`src/verilog/lcdPkg.sv`:
```
package lcdPkg;

  typedef enum logic [2:0] {
    opInit,
    opDisplayOn,
    opDisplayOff,
    opClear,
    opFill
  } lcdOp;

  typedef enum logic [2:0] {
    sendCmd,     // dcx low
    sendParam,   // constant byte, dcx high
    sendWindow,  // start hi/lo, end hi/lo
    sendPixels,
    waitCycles,  // bus released
    endScript
  } stepKind;

  // panel opcodes
  localparam logic [7:0] cmdSwReset     = 8'h01;
  localparam logic [7:0] cmdSleepIn     = 8'h10;
  localparam logic [7:0] cmdSleepOut    = 8'h11;
  localparam logic [7:0] cmdDisplayOff  = 8'h28;
  localparam logic [7:0] cmdDisplayOn   = 8'h29;
  localparam logic [7:0] cmdColumnAddr  = 8'h2A;
  localparam logic [7:0] cmdPageAddr    = 8'h2B;
  localparam logic [7:0] cmdMemWrite    = 8'h2C;
  localparam logic [7:0] cmdOrientation = 8'h36;
  localparam logic [7:0] cmdPixelFormat = 8'h3A;

  localparam logic [7:0] paramPixelFormat = 8'h55;  // 16 bit rgb565
  localparam logic [7:0] paramOrientation = 8'hB8;

  // step values for window and wait steps
  localparam logic [7:0] windowX = 8'd0;
  localparam logic [7:0] windowY = 8'd1;

  localparam logic [7:0] waitSelReset   = 8'd0;
  localparam logic [7:0] waitSelSleep   = 8'd1;
  localparam logic [7:0] waitSelDisplay = 8'd2;

  localparam int screenWidth  = 320;
  localparam int screenHeight = 240;

  // clock cycles, short for simulation
  localparam logic [23:0] resetWaitCycles   = 24'd400;
  localparam logic [23:0] sleepWaitCycles   = 24'd800;
  localparam logic [23:0] displayWaitCycles = 24'd200;

  localparam int maxSteps        = 16;
  localparam int stepIndexWidth  = $clog2(maxSteps);
  localparam int pixelCountWidth = 17;  // up to 76800 pixels

endpackage

```
`src/verilog/lcdScriptRom.sv`:
```
`timescale 1ns/1ns

module lcdScriptRom (
  input  lcdPkg::lcdOp scriptOp,
  input  logic [lcdPkg::stepIndexWidth-1:0] stepIndex,
  output lcdPkg::stepKind stepKind,
  output logic [7:0] stepValue
);
  import lcdPkg::*;

  logic [10:0] entry;  // kind and value

  always_comb begin
    entry = {endScript, 8'h00};
    case (scriptOp)
      opInit: begin
        case (stepIndex)
          4'd0: entry = {sendCmd, cmdSwReset};
          4'd1: entry = {waitCycles, waitSelReset};
          4'd2: entry = {sendCmd, cmdSleepOut};
          4'd3: entry = {waitCycles, waitSelSleep};
          4'd4: entry = {sendCmd, cmdPixelFormat};
          4'd5: entry = {sendParam, paramPixelFormat};
          4'd6: entry = {sendCmd, cmdOrientation};
          4'd7: entry = {sendParam, paramOrientation};
          4'd8: entry = {sendCmd, cmdDisplayOn};
          default: entry = {endScript, 8'h00};
        endcase
      end

      opDisplayOn: begin
        case (stepIndex)
          4'd0: entry = {sendCmd, cmdSleepOut};
          4'd1: entry = {waitCycles, waitSelSleep};
          4'd2: entry = {sendCmd, cmdDisplayOn};
          default: entry = {endScript, 8'h00};
        endcase
      end

      opDisplayOff: begin
        case (stepIndex)
          4'd0: entry = {sendCmd, cmdDisplayOff};
          4'd1: entry = {waitCycles, waitSelDisplay};
          4'd2: entry = {sendCmd, cmdSleepIn};
          4'd3: entry = {waitCycles, waitSelSleep};
          default: entry = {endScript, 8'h00};
        endcase
      end

      // clear only differs in the latched window and colour
      opClear, opFill: begin
        case (stepIndex)
          4'd0: entry = {sendCmd, cmdColumnAddr};
          4'd1: entry = {sendWindow, windowX};
          4'd2: entry = {sendCmd, cmdPageAddr};
          4'd3: entry = {sendWindow, windowY};
          4'd4: entry = {sendCmd, cmdMemWrite};
          4'd5: entry = {sendPixels, 8'h00};
          default: entry = {endScript, 8'h00};
        endcase
      end

      default: entry = {endScript, 8'h00};
    endcase
  end

  assign stepKind = lcdPkg::stepKind'(entry[10:8]);
  assign stepValue = entry[7:0];

endmodule

```
`src/verilog/lcdSequencer.sv`:
```
`timescale 1ns/1ns

module lcdSequencer (
  input  logic clk,
  input  logic rst,
  input  logic req,
  input  lcdPkg::lcdOp op,
  input  logic [31:0] xWindow,
  input  logic [31:0] yWindow,
  input  logic [15:0] color,
  output logic ack,
  output lcdPkg::lcdOp scriptOp,
  output logic [lcdPkg::stepIndexWidth-1:0] stepIndex,
  input  lcdPkg::stepKind stepKind,
  input  logic [7:0] stepValue,
  output logic byteValid,
  output logic [7:0] byteData,
  output logic byteIsData,
  output logic byteLast,
  input  logic byteReady
);
  import lcdPkg::*;

  typedef enum logic [2:0] {sIdle, sLoad, sRun, sDrain, sWait} seqState;

  seqState state;
  lcdOp opReg;
  logic [31:0] xReg;
  logic [31:0] yReg;
  logic [15:0] colorReg;
  lcdPkg::stepKind curKind;  // rom output is always the step after this one
  logic [7:0] curValue;
  logic [1:0] byteCount;
  logic hiByte;
  logic [pixelCountWidth-1:0] pixelsLeft;
  logic [pixelCountWidth-1:0] xSpan;
  logic [pixelCountWidth-1:0] ySpan;
  logic [pixelCountWidth-1:0] area;
  logic [23:0] waitTimer;
  logic [23:0] waitLength;
  logic [31:0] windowWord;
  logic accept;
  logic moved;
  logic stepDone;
  logic loadStep;

  assign scriptOp = opReg;
  assign accept = (state == sIdle) && !ack && req;

  assign xSpan = xReg[15:0] - xReg[31:16] + 1'b1;
  assign ySpan = yReg[15:0] - yReg[31:16] + 1'b1;
  assign area = xSpan * ySpan;

  always_comb begin
    case (stepValue)
      waitSelSleep:   waitLength = sleepWaitCycles;
      waitSelDisplay: waitLength = displayWaitCycles;
      default:        waitLength = resetWaitCycles;
    endcase
  end

  assign windowWord = (curValue == windowY) ? yReg : xReg;

  always_comb begin
    case (curKind)
      sendWindow: byteData = windowWord[31 - 8 * byteCount -: 8];  // msb first
      sendPixels: byteData = hiByte ? colorReg[15:8] : colorReg[7:0];
      default:    byteData = curValue;
    endcase
  end

  always_comb begin
    case (curKind)
      sendWindow: stepDone = (byteCount == 2'd3);
      sendPixels: stepDone = !hiByte && (pixelsLeft == 1);
      default:    stepDone = 1'b1;
    endcase
  end

  assign byteIsData = (curKind != sendCmd);
  assign byteValid = (state == sRun);
  assign moved = byteValid && byteReady;
  // writer releases csx after this byte
  assign byteLast = stepDone && (stepKind == waitCycles || stepKind == endScript);

  assign loadStep = (state == sLoad) ||
                    (moved && stepDone && !byteLast) ||
                    (state == sDrain && byteReady) ||  // writer back in release
                    (state == sWait && waitTimer == 0);

  always_ff @(posedge clk, posedge rst) begin
    if (rst) begin
      state <= sIdle;
      ack <= 1'b0;
      stepIndex <= '0;
      curKind <= endScript;
      byteCount <= '0;
      hiByte <= 1'b1;
      pixelsLeft <= '0;
      waitTimer <= '0;
    end else begin
      if (loadStep) begin
        stepIndex <= stepIndex + 1'b1;
        curKind <= stepKind;
        byteCount <= '0;
        hiByte <= 1'b1;
        pixelsLeft <= area;
        waitTimer <= waitLength - 1'b1;
      end else if (moved) begin
        byteCount <= byteCount + 1'b1;
        hiByte <= !hiByte;
        if (!hiByte) pixelsLeft <= pixelsLeft - 1'b1;
      end else if (state == sWait) begin
        waitTimer <= waitTimer - 1'b1;
      end

      if (state == sIdle) begin
        if (ack && !req) ack <= 1'b0;  // host finished the handshake
        if (accept) begin
          stepIndex <= '0;
          state <= sLoad;
        end
      end else if (loadStep) begin
        case (stepKind)
          waitCycles: state <= sWait;
          endScript: begin
            state <= sIdle;
            ack <= 1'b1;
          end
          default: state <= sRun;
        endcase
      end else if (moved && byteLast) begin
        state <= sDrain;
      end
    end
  end

  always_ff @(posedge clk) begin
    if (accept) begin
      opReg <= op;
      if (op == opClear) begin
        xReg <= {16'd0, 16'(screenWidth - 1)};
        yReg <= {16'd0, 16'(screenHeight - 1)};
        colorReg <= '0;  // black
      end else begin
        xReg <= xWindow;
        yReg <= yWindow;
        colorReg <= color;
      end
    end
    if (loadStep) curValue <= stepValue;
  end

endmodule

```
`src/verilog/lcdBusWriter.sv`:
```
`timescale 1ns/1ns

module lcdBusWriter (
  input  logic clk,
  input  logic rst,
  input  logic byteValid,
  input  logic [7:0] byteData,
  input  logic byteIsData,
  input  logic byteLast,
  output logic byteReady,
  output logic csx,
  output logic wrx,
  output logic dcx,
  output logic [7:0] data
);

  typedef enum logic [2:0] {wIdle, wSelect, wStrobeLow, wStrobeHigh, wRelease} writerState;

  writerState state;
  writerState nextState;
  logic nextCsx;
  logic nextWrx;
  logic nextDcx;
  logic [7:0] nextData;
  logic lastReg;
  logic nextLast;
  logic take;

  assign byteReady = (state == wIdle) || (state == wRelease) ||
                     (state == wStrobeHigh && !lastReg);
  assign take = byteValid && byteReady;

  always_comb begin
    nextState = state;
    nextCsx = csx;
    nextWrx = wrx;
    nextDcx = dcx;
    nextData = data;
    nextLast = lastReg;
    case (state)
      wIdle, wRelease: begin
        if (take) begin
          nextCsx = 1'b0;  // data and dcx set up with csx
          nextData = byteData;
          nextDcx = byteIsData;
          nextLast = byteLast;
          nextState = wSelect;
        end else if (state == wRelease) begin
          nextData = 8'h00;
          nextDcx = 1'b1;
          nextState = wIdle;
        end
      end
      wSelect: begin
        nextWrx = 1'b0;
        nextState = wStrobeLow;
      end
      wStrobeLow: begin
        nextWrx = 1'b1;  // panel latches here
        nextState = wStrobeHigh;
      end
      wStrobeHigh: begin
        if (lastReg) begin
          nextCsx = 1'b1;
          nextState = wRelease;
        end else if (take) begin
          nextWrx = 1'b0;  // back to back byte
          nextData = byteData;
          nextDcx = byteIsData;
          nextLast = byteLast;
          nextState = wStrobeLow;
        end
      end
      default: nextState = wIdle;
    endcase
  end

  always_ff @(posedge clk, posedge rst) begin
    if (rst) begin
      state <= wIdle;
      csx <= 1'b1;
      wrx <= 1'b1;
      dcx <= 1'b1;
      data <= 8'h00;
      lastReg <= 1'b0;
    end else begin
      state <= nextState;
      csx <= nextCsx;
      wrx <= nextWrx;
      dcx <= nextDcx;
      data <= nextData;
      lastReg <= nextLast;
    end
  end

endmodule

```
`src/verilog/lcdController.sv`:
```
`timescale 1ns/1ns

module lcdController (
  input  logic clk,
  input  logic rst,
  input  logic req,
  input  lcdPkg::lcdOp op,
  input  logic [31:0] xWindow,
  input  logic [31:0] yWindow,
  input  logic [15:0] color,
  output logic ack,
  output logic csx,
  output logic wrx,
  output logic dcx,
  output logic [7:0] data
);
  import lcdPkg::*;

  lcdOp scriptOp;
  logic [stepIndexWidth-1:0] stepIndex;
  lcdPkg::stepKind stepKind;
  logic [7:0] stepValue;
  logic byteValid;
  logic [7:0] byteData;
  logic byteIsData;
  logic byteLast;
  logic byteReady;

  lcdSequencer sequencer (
    .clk(clk),
    .rst(rst),
    .req(req),
    .op(op),
    .xWindow(xWindow),
    .yWindow(yWindow),
    .color(color),
    .ack(ack),
    .scriptOp(scriptOp),
    .stepIndex(stepIndex),
    .stepKind(stepKind),
    .stepValue(stepValue),
    .byteValid(byteValid),
    .byteData(byteData),
    .byteIsData(byteIsData),
    .byteLast(byteLast),
    .byteReady(byteReady)
  );

  lcdScriptRom scriptRom (
    .scriptOp(scriptOp),
    .stepIndex(stepIndex),
    .stepKind(stepKind),
    .stepValue(stepValue)
  );

  lcdBusWriter busWriter (
    .clk(clk),
    .rst(rst),
    .byteValid(byteValid),
    .byteData(byteData),
    .byteIsData(byteIsData),
    .byteLast(byteLast),
    .byteReady(byteReady),
    .csx(csx),
    .wrx(wrx),
    .dcx(dcx),
    .data(data)
  );

endmodule

```
`config.mk`:
```
export PLATFORM = sky130hd
export DESIGN_NAME = lcdController
export DESIGN_NICKNAME = d
export VERILOG_FILES = /design/src/verilog/lcdPkg.sv /design/src/verilog/lcdScriptRom.sv /design/src/verilog/lcdSequencer.sv /design/src/verilog/lcdBusWriter.sv /design/src/verilog/lcdController.sv
export SDC_FILE = /design/constraint.sdc
export NUM_CORES = 1
export LEC_CHECK = 0
export BUFFER_PORTS_ARGS = -buffer_cell sky130_fd_sc_hd__buf_2
export CAP_MARGIN = 20
export CORE_MARGIN = 2
export CORE_UTILIZATION = 40
export DETAILED_ROUTE_END_ITERATION = 16
export GPL_TIMING_DRIVEN = 0
export PLACE_DENSITY = 0.57
export SYNTH_ARGS = -nofsm -noshare
export SYNTH_HDL_FRONTEND = slang
export SYNTH_HIERARCHICAL = 1
export SYNTH_SLANG_ARGS = --single-unit
```
`constraint.sdc`:
```
create_clock -name clk -period 9.07 [get_ports clk]
set_clock_uncertainty 0.15 [all_clocks]
set_input_delay 0.907 -clock clk [delete_from_list [all_inputs] [get_ports clk]]
set_output_delay 0.907 -clock clk [all_outputs]
set_load 0.03 [all_outputs]
```
==> flow_metrics.tcl, run 1 <==
set metrics [dict create \
    cp-end-kind "flip-flop" \
    leading_cell_types_in_the_layout_fill_and_taps_excluded "209 x sky130_fd_sc_hd__inv_1, 147 x sky130_fd_sc_hd__nand2_1, 124 x sky130_fd_sc_hd__ha_1" \
    top_cell_type_by_total_area_after_synthesis "sky130_fd_sc_hd__edfxtp_1" \
    cp.buffers_inverters 5 \
    postCtsSetupRepairBufs 0 \
    clk-insertion-delay-late_ns 0.43 \
    timing.critical_path.arrival_ns 8.84 \
    syn_area_per_cell_um2 9.76 \
    reg2reg_depth 27 \
    first_pass_grt_wire_length_um 56200 \
    wl_met2_um 15700 \
    outcome "finished clean" \
    initialDrtViolationCount 605 \
    first_global_vias 10700 \
    ys_seq_elements 161 \
    r2r_setup_slack_ns 0.43 \
    synth-edff-count 91 \
    layout.cells.most_common "sky130_fd_sc_hd__inv_1" \
    finalCritPeriodShare_pct 95.3 \
    hold_ws_ns 0.306 \
    async_flop_share_pct 43.5 \
    post-synth-top-area-fraction_pct 18.9 \
    setup_violations 0 \
    final_layout_size_suffix_gt1_share_pct 12.9 \
    timing.critical_path.mode_cell "sky130_fd_sc_hd__fa_1" \
    grt_usage_pct 18.8 \
    rsz0062_at_grt "no" \
    gp_congestion 0.864 \
    num_vias 10600 \
    worst_path_largest_cell_delay_ns 0.73 \
    synthCells 1478 \
    sequential_cell_area_fraction_in_the_yosys_report_pct 31.1 \
    wl_met1_um 16500 \
    tritoncts_num_sinks 161 \
    floorplan.die_area_um2 37600 \
    crit_family "adder cells" \
    synthTopCellsByArea "sky130_fd_sc_hd__edfxtp_1 19%, sky130_fd_sc_hd__fa_1 13%, sky130_fd_sc_hd__dfrtp_1 11%" \
    site_row_count 69 \
    worst_reg2reg_path_startpoint "sequencer/yReg[17]" \
    clk_root_buf "sky130_fd_sc_hd__clkbuf_16" \
    grt_remaining_overflow 0 \
    cts.path.max_buffers 2 \
    finalCriticalPeriod_ns 8.64 \
    min-delay-path-class "in -> async" \
    cts_tree "built" \
    numPortBuffers 97 \
    core_area_um2 35600 \
    main_flop_type_after_synthesis "sky130_fd_sc_hd__edfxtp_1" \
    cts_inserted_buffers 17 \
    r2r_end "sequencer/pixelsLeft[16]" \
    finalNetCount 1911 \
    initial_antenna_violation_count 0 \
    avg_wl_per_cell_um 16.6 \
    drt_pass1_iterations 7 \
    synthesis.nets 1784 \
    start_kind "flip-flop" \
    maxCapViolations 0 \
    die_w_um 194 \
    die-height_um 194 \
    htree_num_levels 4 \
    yosys_warnings 6 \
    timing.setup.critical_path_class "reg -> reg" \
    cts-resized-gates 0 \
    initial_utilization_pct 40.6 \
    synth.lib_cells_used.distinct 87 \
    tightestPinTransition_ns 1.10 \
    clock.fmax_mhz 116 \
    cts-hold-fix-buffers 0 \
    crit_slowest_cell "sky130_fd_sc_hd__xor2_1" \
    post_drt_via_cell_ratio 5.11 \
    clk_pin_slew_ns 0.07 \
    ioPinCount 98 \
    place.detailed.hpwl_um 27800 \
    final_count_of_pins_violating_max_slew 0 \
    syn2layout_area_growth_pct 12.6 \
    pin_count_of_the_biggest_net_entering_global_routing 41 \
    register_area_um2 4490 \
    num-fill-cells 3474 \
    multi_input_area_um2 8920 \
    mappedNetlistArea_um2 14400 \
    drtAntennaViolNets 0 \
    finalWirelength_um 34500 \
    required_ns 9.27 \
    detailroute.wirelength.met3_um 1560 \
    max-slew-margin-rel_pct 26.5 \
    drc 0 \
    topRoutingLayerUsed "met4" \
    antenna_cells 0 \
    final_hold_fails 0 \
    critical_path.max_fanout 10 \
]
==> kinds of logic after synthesis <==
logic type / share of synthesized area, %
fa+ha+maj: 24.1
buf+inv: 7.08
simple gates: 17.3
mux: 4.70
compound gates: 8.92
flops: 31.1
xor+xnor: 6.78
==> worst max-delay path by stage <==
| stage | slack, ns | depth (start not counted) | to | startpoint |
|---|---|---|---|---|
| final | 0.43 | 27 | sequencer/pixelsLeft[16] | sequencer/yReg[17] |
| after global routing | 0.05 | 29 | sequencer/pixelsLeft[16] | sequencer/yReg[1] |
| after CTS | 0.42 | 27 | sequencer/pixelsLeft[16] | sequencer/yReg[17] |
| after detailed placement | 0.47 | 27 | sequencer/pixelsLeft[16] | sequencer/yReg[17] |
| after global placement | -1.78 | 3 | sequencer/xReg[11] | req |
| after floorplan | 1.02 | 2 | sequencer/colorReg[0] | req |
==> final cells by class <==
type                            instances  share of cell area, %
Timing Repair Buffer                  108                   3.77
Tap cell                              461                   3.55
Inverter                              212                   4.90
Multi-Input combinational cell       1056                   54.9
Buffer                                 49                   1.39
Clock buffer                           20                   2.95
Sequential cell                       161                   27.6
Clock inverter                         12                  0.878
==> Yosys cell counts, drive strengths merged (3+ instances only) <==
master	number
a211oi	4
a21boi	4
a21o	13
a21oi	50
a221oi	4
a31oi	9
and2	94
and3	5
buf	16
clkbuf	33
dfrtp	64
dfstp	6
edfxtp	91
fa	96
ha	124
inv	212
mux2	3
mux2i	28
mux4	16
nand2	147
nand2b	33
nand3	12
nand3b	9
nor2	108
nor2b	15
nor3	21
nor3b	6
nor4	10
o211ai	7
o21a	6
o21ai	43
o21bai	9
o221ai	9
o22ai	6
o31a	5
o31ai	5
or2	9
or3	6
or4	5
or4b	3
xnor2	65
xnor3	3
xor2	39
==> through the flow <==
step	TNS (ns)	utilization (%)	cells	area (um^2)	worst slack, ns
3_3_place_gp	-154.06	43.6	2036	15500	-1.78
5_1_grt	0	45.7	2079	16200	0.0533
3_5_place_dp	0	43.9	2046	15600	0.465
6_report	0	45.7	2079	16200	0.428
2_1_floorplan	0	-	1478	14400	1.02
4_1_cts	0	45.7	2078	16200	0.422
==> flip-flops by register name, summed over array words and instances, names as in the netlist <==
register	flops
busWriter/csx	1
busWriter/data	8
busWriter/dcx	1
busWriter/lastReg	1
busWriter/state	3
busWriter/wrx	1
sequencer/ack	1
sequencer/byteCount	2
sequencer/colorReg	16
sequencer/curKind	3
sequencer/curValue	8
sequencer/hiByte	1
sequencer/pixelsLeft	17
sequencer/scriptOp	3
sequencer/state	3
sequencer/stepIndex	4
sequencer/waitTimer	24
sequencer/xReg	32
sequencer/yReg	32
==> per-layer routing <==
| metal | vias to the layer above | track usage (%) |
|---|---|---|
| met5 | - | 0 |
| met2 | 292 | 30.3 |
| li1 | 5148 | - |
| met1 | 5144 | 26.5 |
| met3 | 41 | 2.38 |
| met4 | 0 | 5.61 |
==> worst reg2reg max path: cells and delay by family (launching register included) <==
family	cells	cell delay [ns]
buf+inv	5	0.26
fa+ha+maj	10	4.50
flops	1	0.39
compound gates	7	1.70
simple gates	2	0.35
xor+xnor	3	1.21
Power of run 1 is left out: the tool's default activity adds up to more than one toggle a clock period on the data nets, which glitch-free logic cannot reach.
==> run 2: changes to the inputs <==
Clock period 9.07 ns to 8.2 ns, I/O delays scaled along.
==> run 2 against run 1 <==
  * Routed wire length is 0.96% higher
  * Critical path depth is 3 higher
  * Highest routed layer unchanged
  * Fmax is 9.3% higher
  * Cell area is 2.6% higher
  * First-iteration DRC count is 6.8% lower
==> flow_metrics.tcl, run 2 (synthesized netlist as in run 1, its figures left out) <==
set metrics [dict create \
    place.detailed.hpwl_um 27800 \
    cts.path.max_buffers 2 \
    setup_violations 0 \
    clk_pin_slew_ns 0.07 \
    final_layout_size_suffix_gt1_share_pct 16.2 \
    first_global_vias 10700 \
    htree_num_levels 4 \
    required_ns 8.41 \
    finalNetCount 1932 \
    core_area_um2 35600 \
    first_pass_grt_wire_length_um 56400 \
    dp_slack_ns -0.405 \
    worst_path_largest_cell_delay_ns 0.54 \
    cts_inserted_buffers 17 \
    num-fill-cells 3440 \
    grt_remaining_overflow 0 \
    cp-end-kind "flip-flop" \
    register_area_um2 4490 \
    min-delay-path-class "in -> async" \
    cts_tree "built" \
    initial_utilization_pct 40.6 \
    drc 0 \
    final_count_of_pins_violating_max_slew 0 \
    die_w_um 194 \
    pin_count_of_the_biggest_net_entering_global_routing 41 \
    setup_ws_ns 0.295 \
    gp_congestion 0.864 \
    start_kind "flip-flop" \
    final_hold_fails 0 \
    initialDrtViolationCount 564 \
    leading_cell_types_in_the_layout_fill_and_taps_excluded "209 x sky130_fd_sc_hd__inv_1, 146 x sky130_fd_sc_hd__nand2_1, 122 x sky130_fd_sc_hd__ha_1" \
    post_drt_via_cell_ratio 5.07 \
    timing.setup.critical_path_class "reg -> reg" \
    max-slew-margin-rel_pct 27.8 \
    hold_ws_ns 0.218 \
    finalWirelength_um 34800 \
    clk-insertion-delay-late_ns 0.43 \
    ioPinCount 98 \
    post_dp_cell_area_um2 15600 \
    crit_slowest_cell "sky130_fd_sc_hd__fa_1" \
    finalCriticalPeriod_ns 7.90 \
    clk_root_buf "sky130_fd_sc_hd__clkbuf_16" \
    maxCapViolations 0 \
    clock.fmax_mhz 127 \
    initial_antenna_violation_count 0 \
    drt_pass1_iterations 5 \
    multi_input_area_um2 9190 \
    avg_wl_per_cell_um 16.6 \
    layout.cells.most_common "sky130_fd_sc_hd__inv_1" \
    stdcell_area_um2 16700 \
    grt_usage_pct 18.9 \
    finalCritPeriodShare_pct 96.4 \
    outcome "finished clean" \
    timing.critical_path.mode_cell "sky130_fd_sc_hd__xnor2_1" \
    tritoncts_num_sinks 161 \
    site_row_count 69 \
    layout_top_registers "sequencer/xReg (32), sequencer/yReg (32), sequencer/waitTimer (24)" \
    tightestPinTransition_ns 1.07 \
    num_vias 10700 \
    critical_path.max_fanout 3 \
    timing.critical_path.arrival_ns 8.11 \
    antenna_cells 0 \
    drtAntennaViolNets 0 \
    floorplan.die_area_um2 37600 \
    syn2layout_area_growth_pct 15.5 \
    setup_total_negative_slack_ns 0 \
    die-height_um 194 \
    numPortBuffers 97 \
]
==> run 2: area by class of cell <==
class,instances,share of cell area [%]
clock inverter,12,0.856
clock buffer,20,2.87
inverter,212,4.77
tap,461,3.46
sequential,161,26.9
timing repair buffer,129,4.59
multi-input combinational,1056,55.1
buffer,49,1.39
==> run 2: routing by layer <==
layer  track usage, %  up-vias  wire [um]
li1                 -     5195          -
met1             26.6     5166      16700
met2             30.4      240      15900
met3             2.38       50       1380
met4             5.78        0        829
met5                0        -          0
==> run 2: path summary, 6_finish.rpt <==
kind                                      startpoint                        to  slack [ns]  depth (start not counted)
min in group clk                sequencer/curKind[2]      sequencer/curKind[2]        0.31                          2
worst min register to register  sequencer/curKind[2]      sequencer/curKind[2]        0.31                          2
worst min-delay path                             rst   sequencer/waitTimer[10]        0.22                          2
worst max register to register     sequencer/xReg[1]  sequencer/pixelsLeft[16]        0.30                         30
worst max-delay path               sequencer/xReg[1]  sequencer/pixelsLeft[16]        0.30                         30
max in group asynchronous                        rst      sequencer/curKind[0]        7.07                          3
==> run 2: metrics by stage <==
step	util (%)	instances
6_report	46.9	2100
4_1_cts	46.1	2087
3_3_place_gp	43.6	2036
2_1_floorplan	-	1478
5_1_grt	46.9	2100
3_5_place_dp	43.9	2046
==> run 2: worst max-delay path: cells and delay by family (launching register included) <==
family	cells	cell delay (ns)
XOR/XNOR	10	2.16
AND/OR/NAND/NOR	2	0.26
AO/OA/AOI/OAI	4	0.70
buffers and inverters	5	0.30
adder cells (fa/ha/maj)	9	3.83
flip-flops	1	0.41
==> run 2: repair_timing <==
item                                    in CTS  in global routing
pin swaps                                    6                 12
hold buffers                                 0                  0
setup buffers                                9                 12
endpoints found under the setup margin       1                  1
resized for setup                           20                 31
Power of run 2 is left out for the same reason.
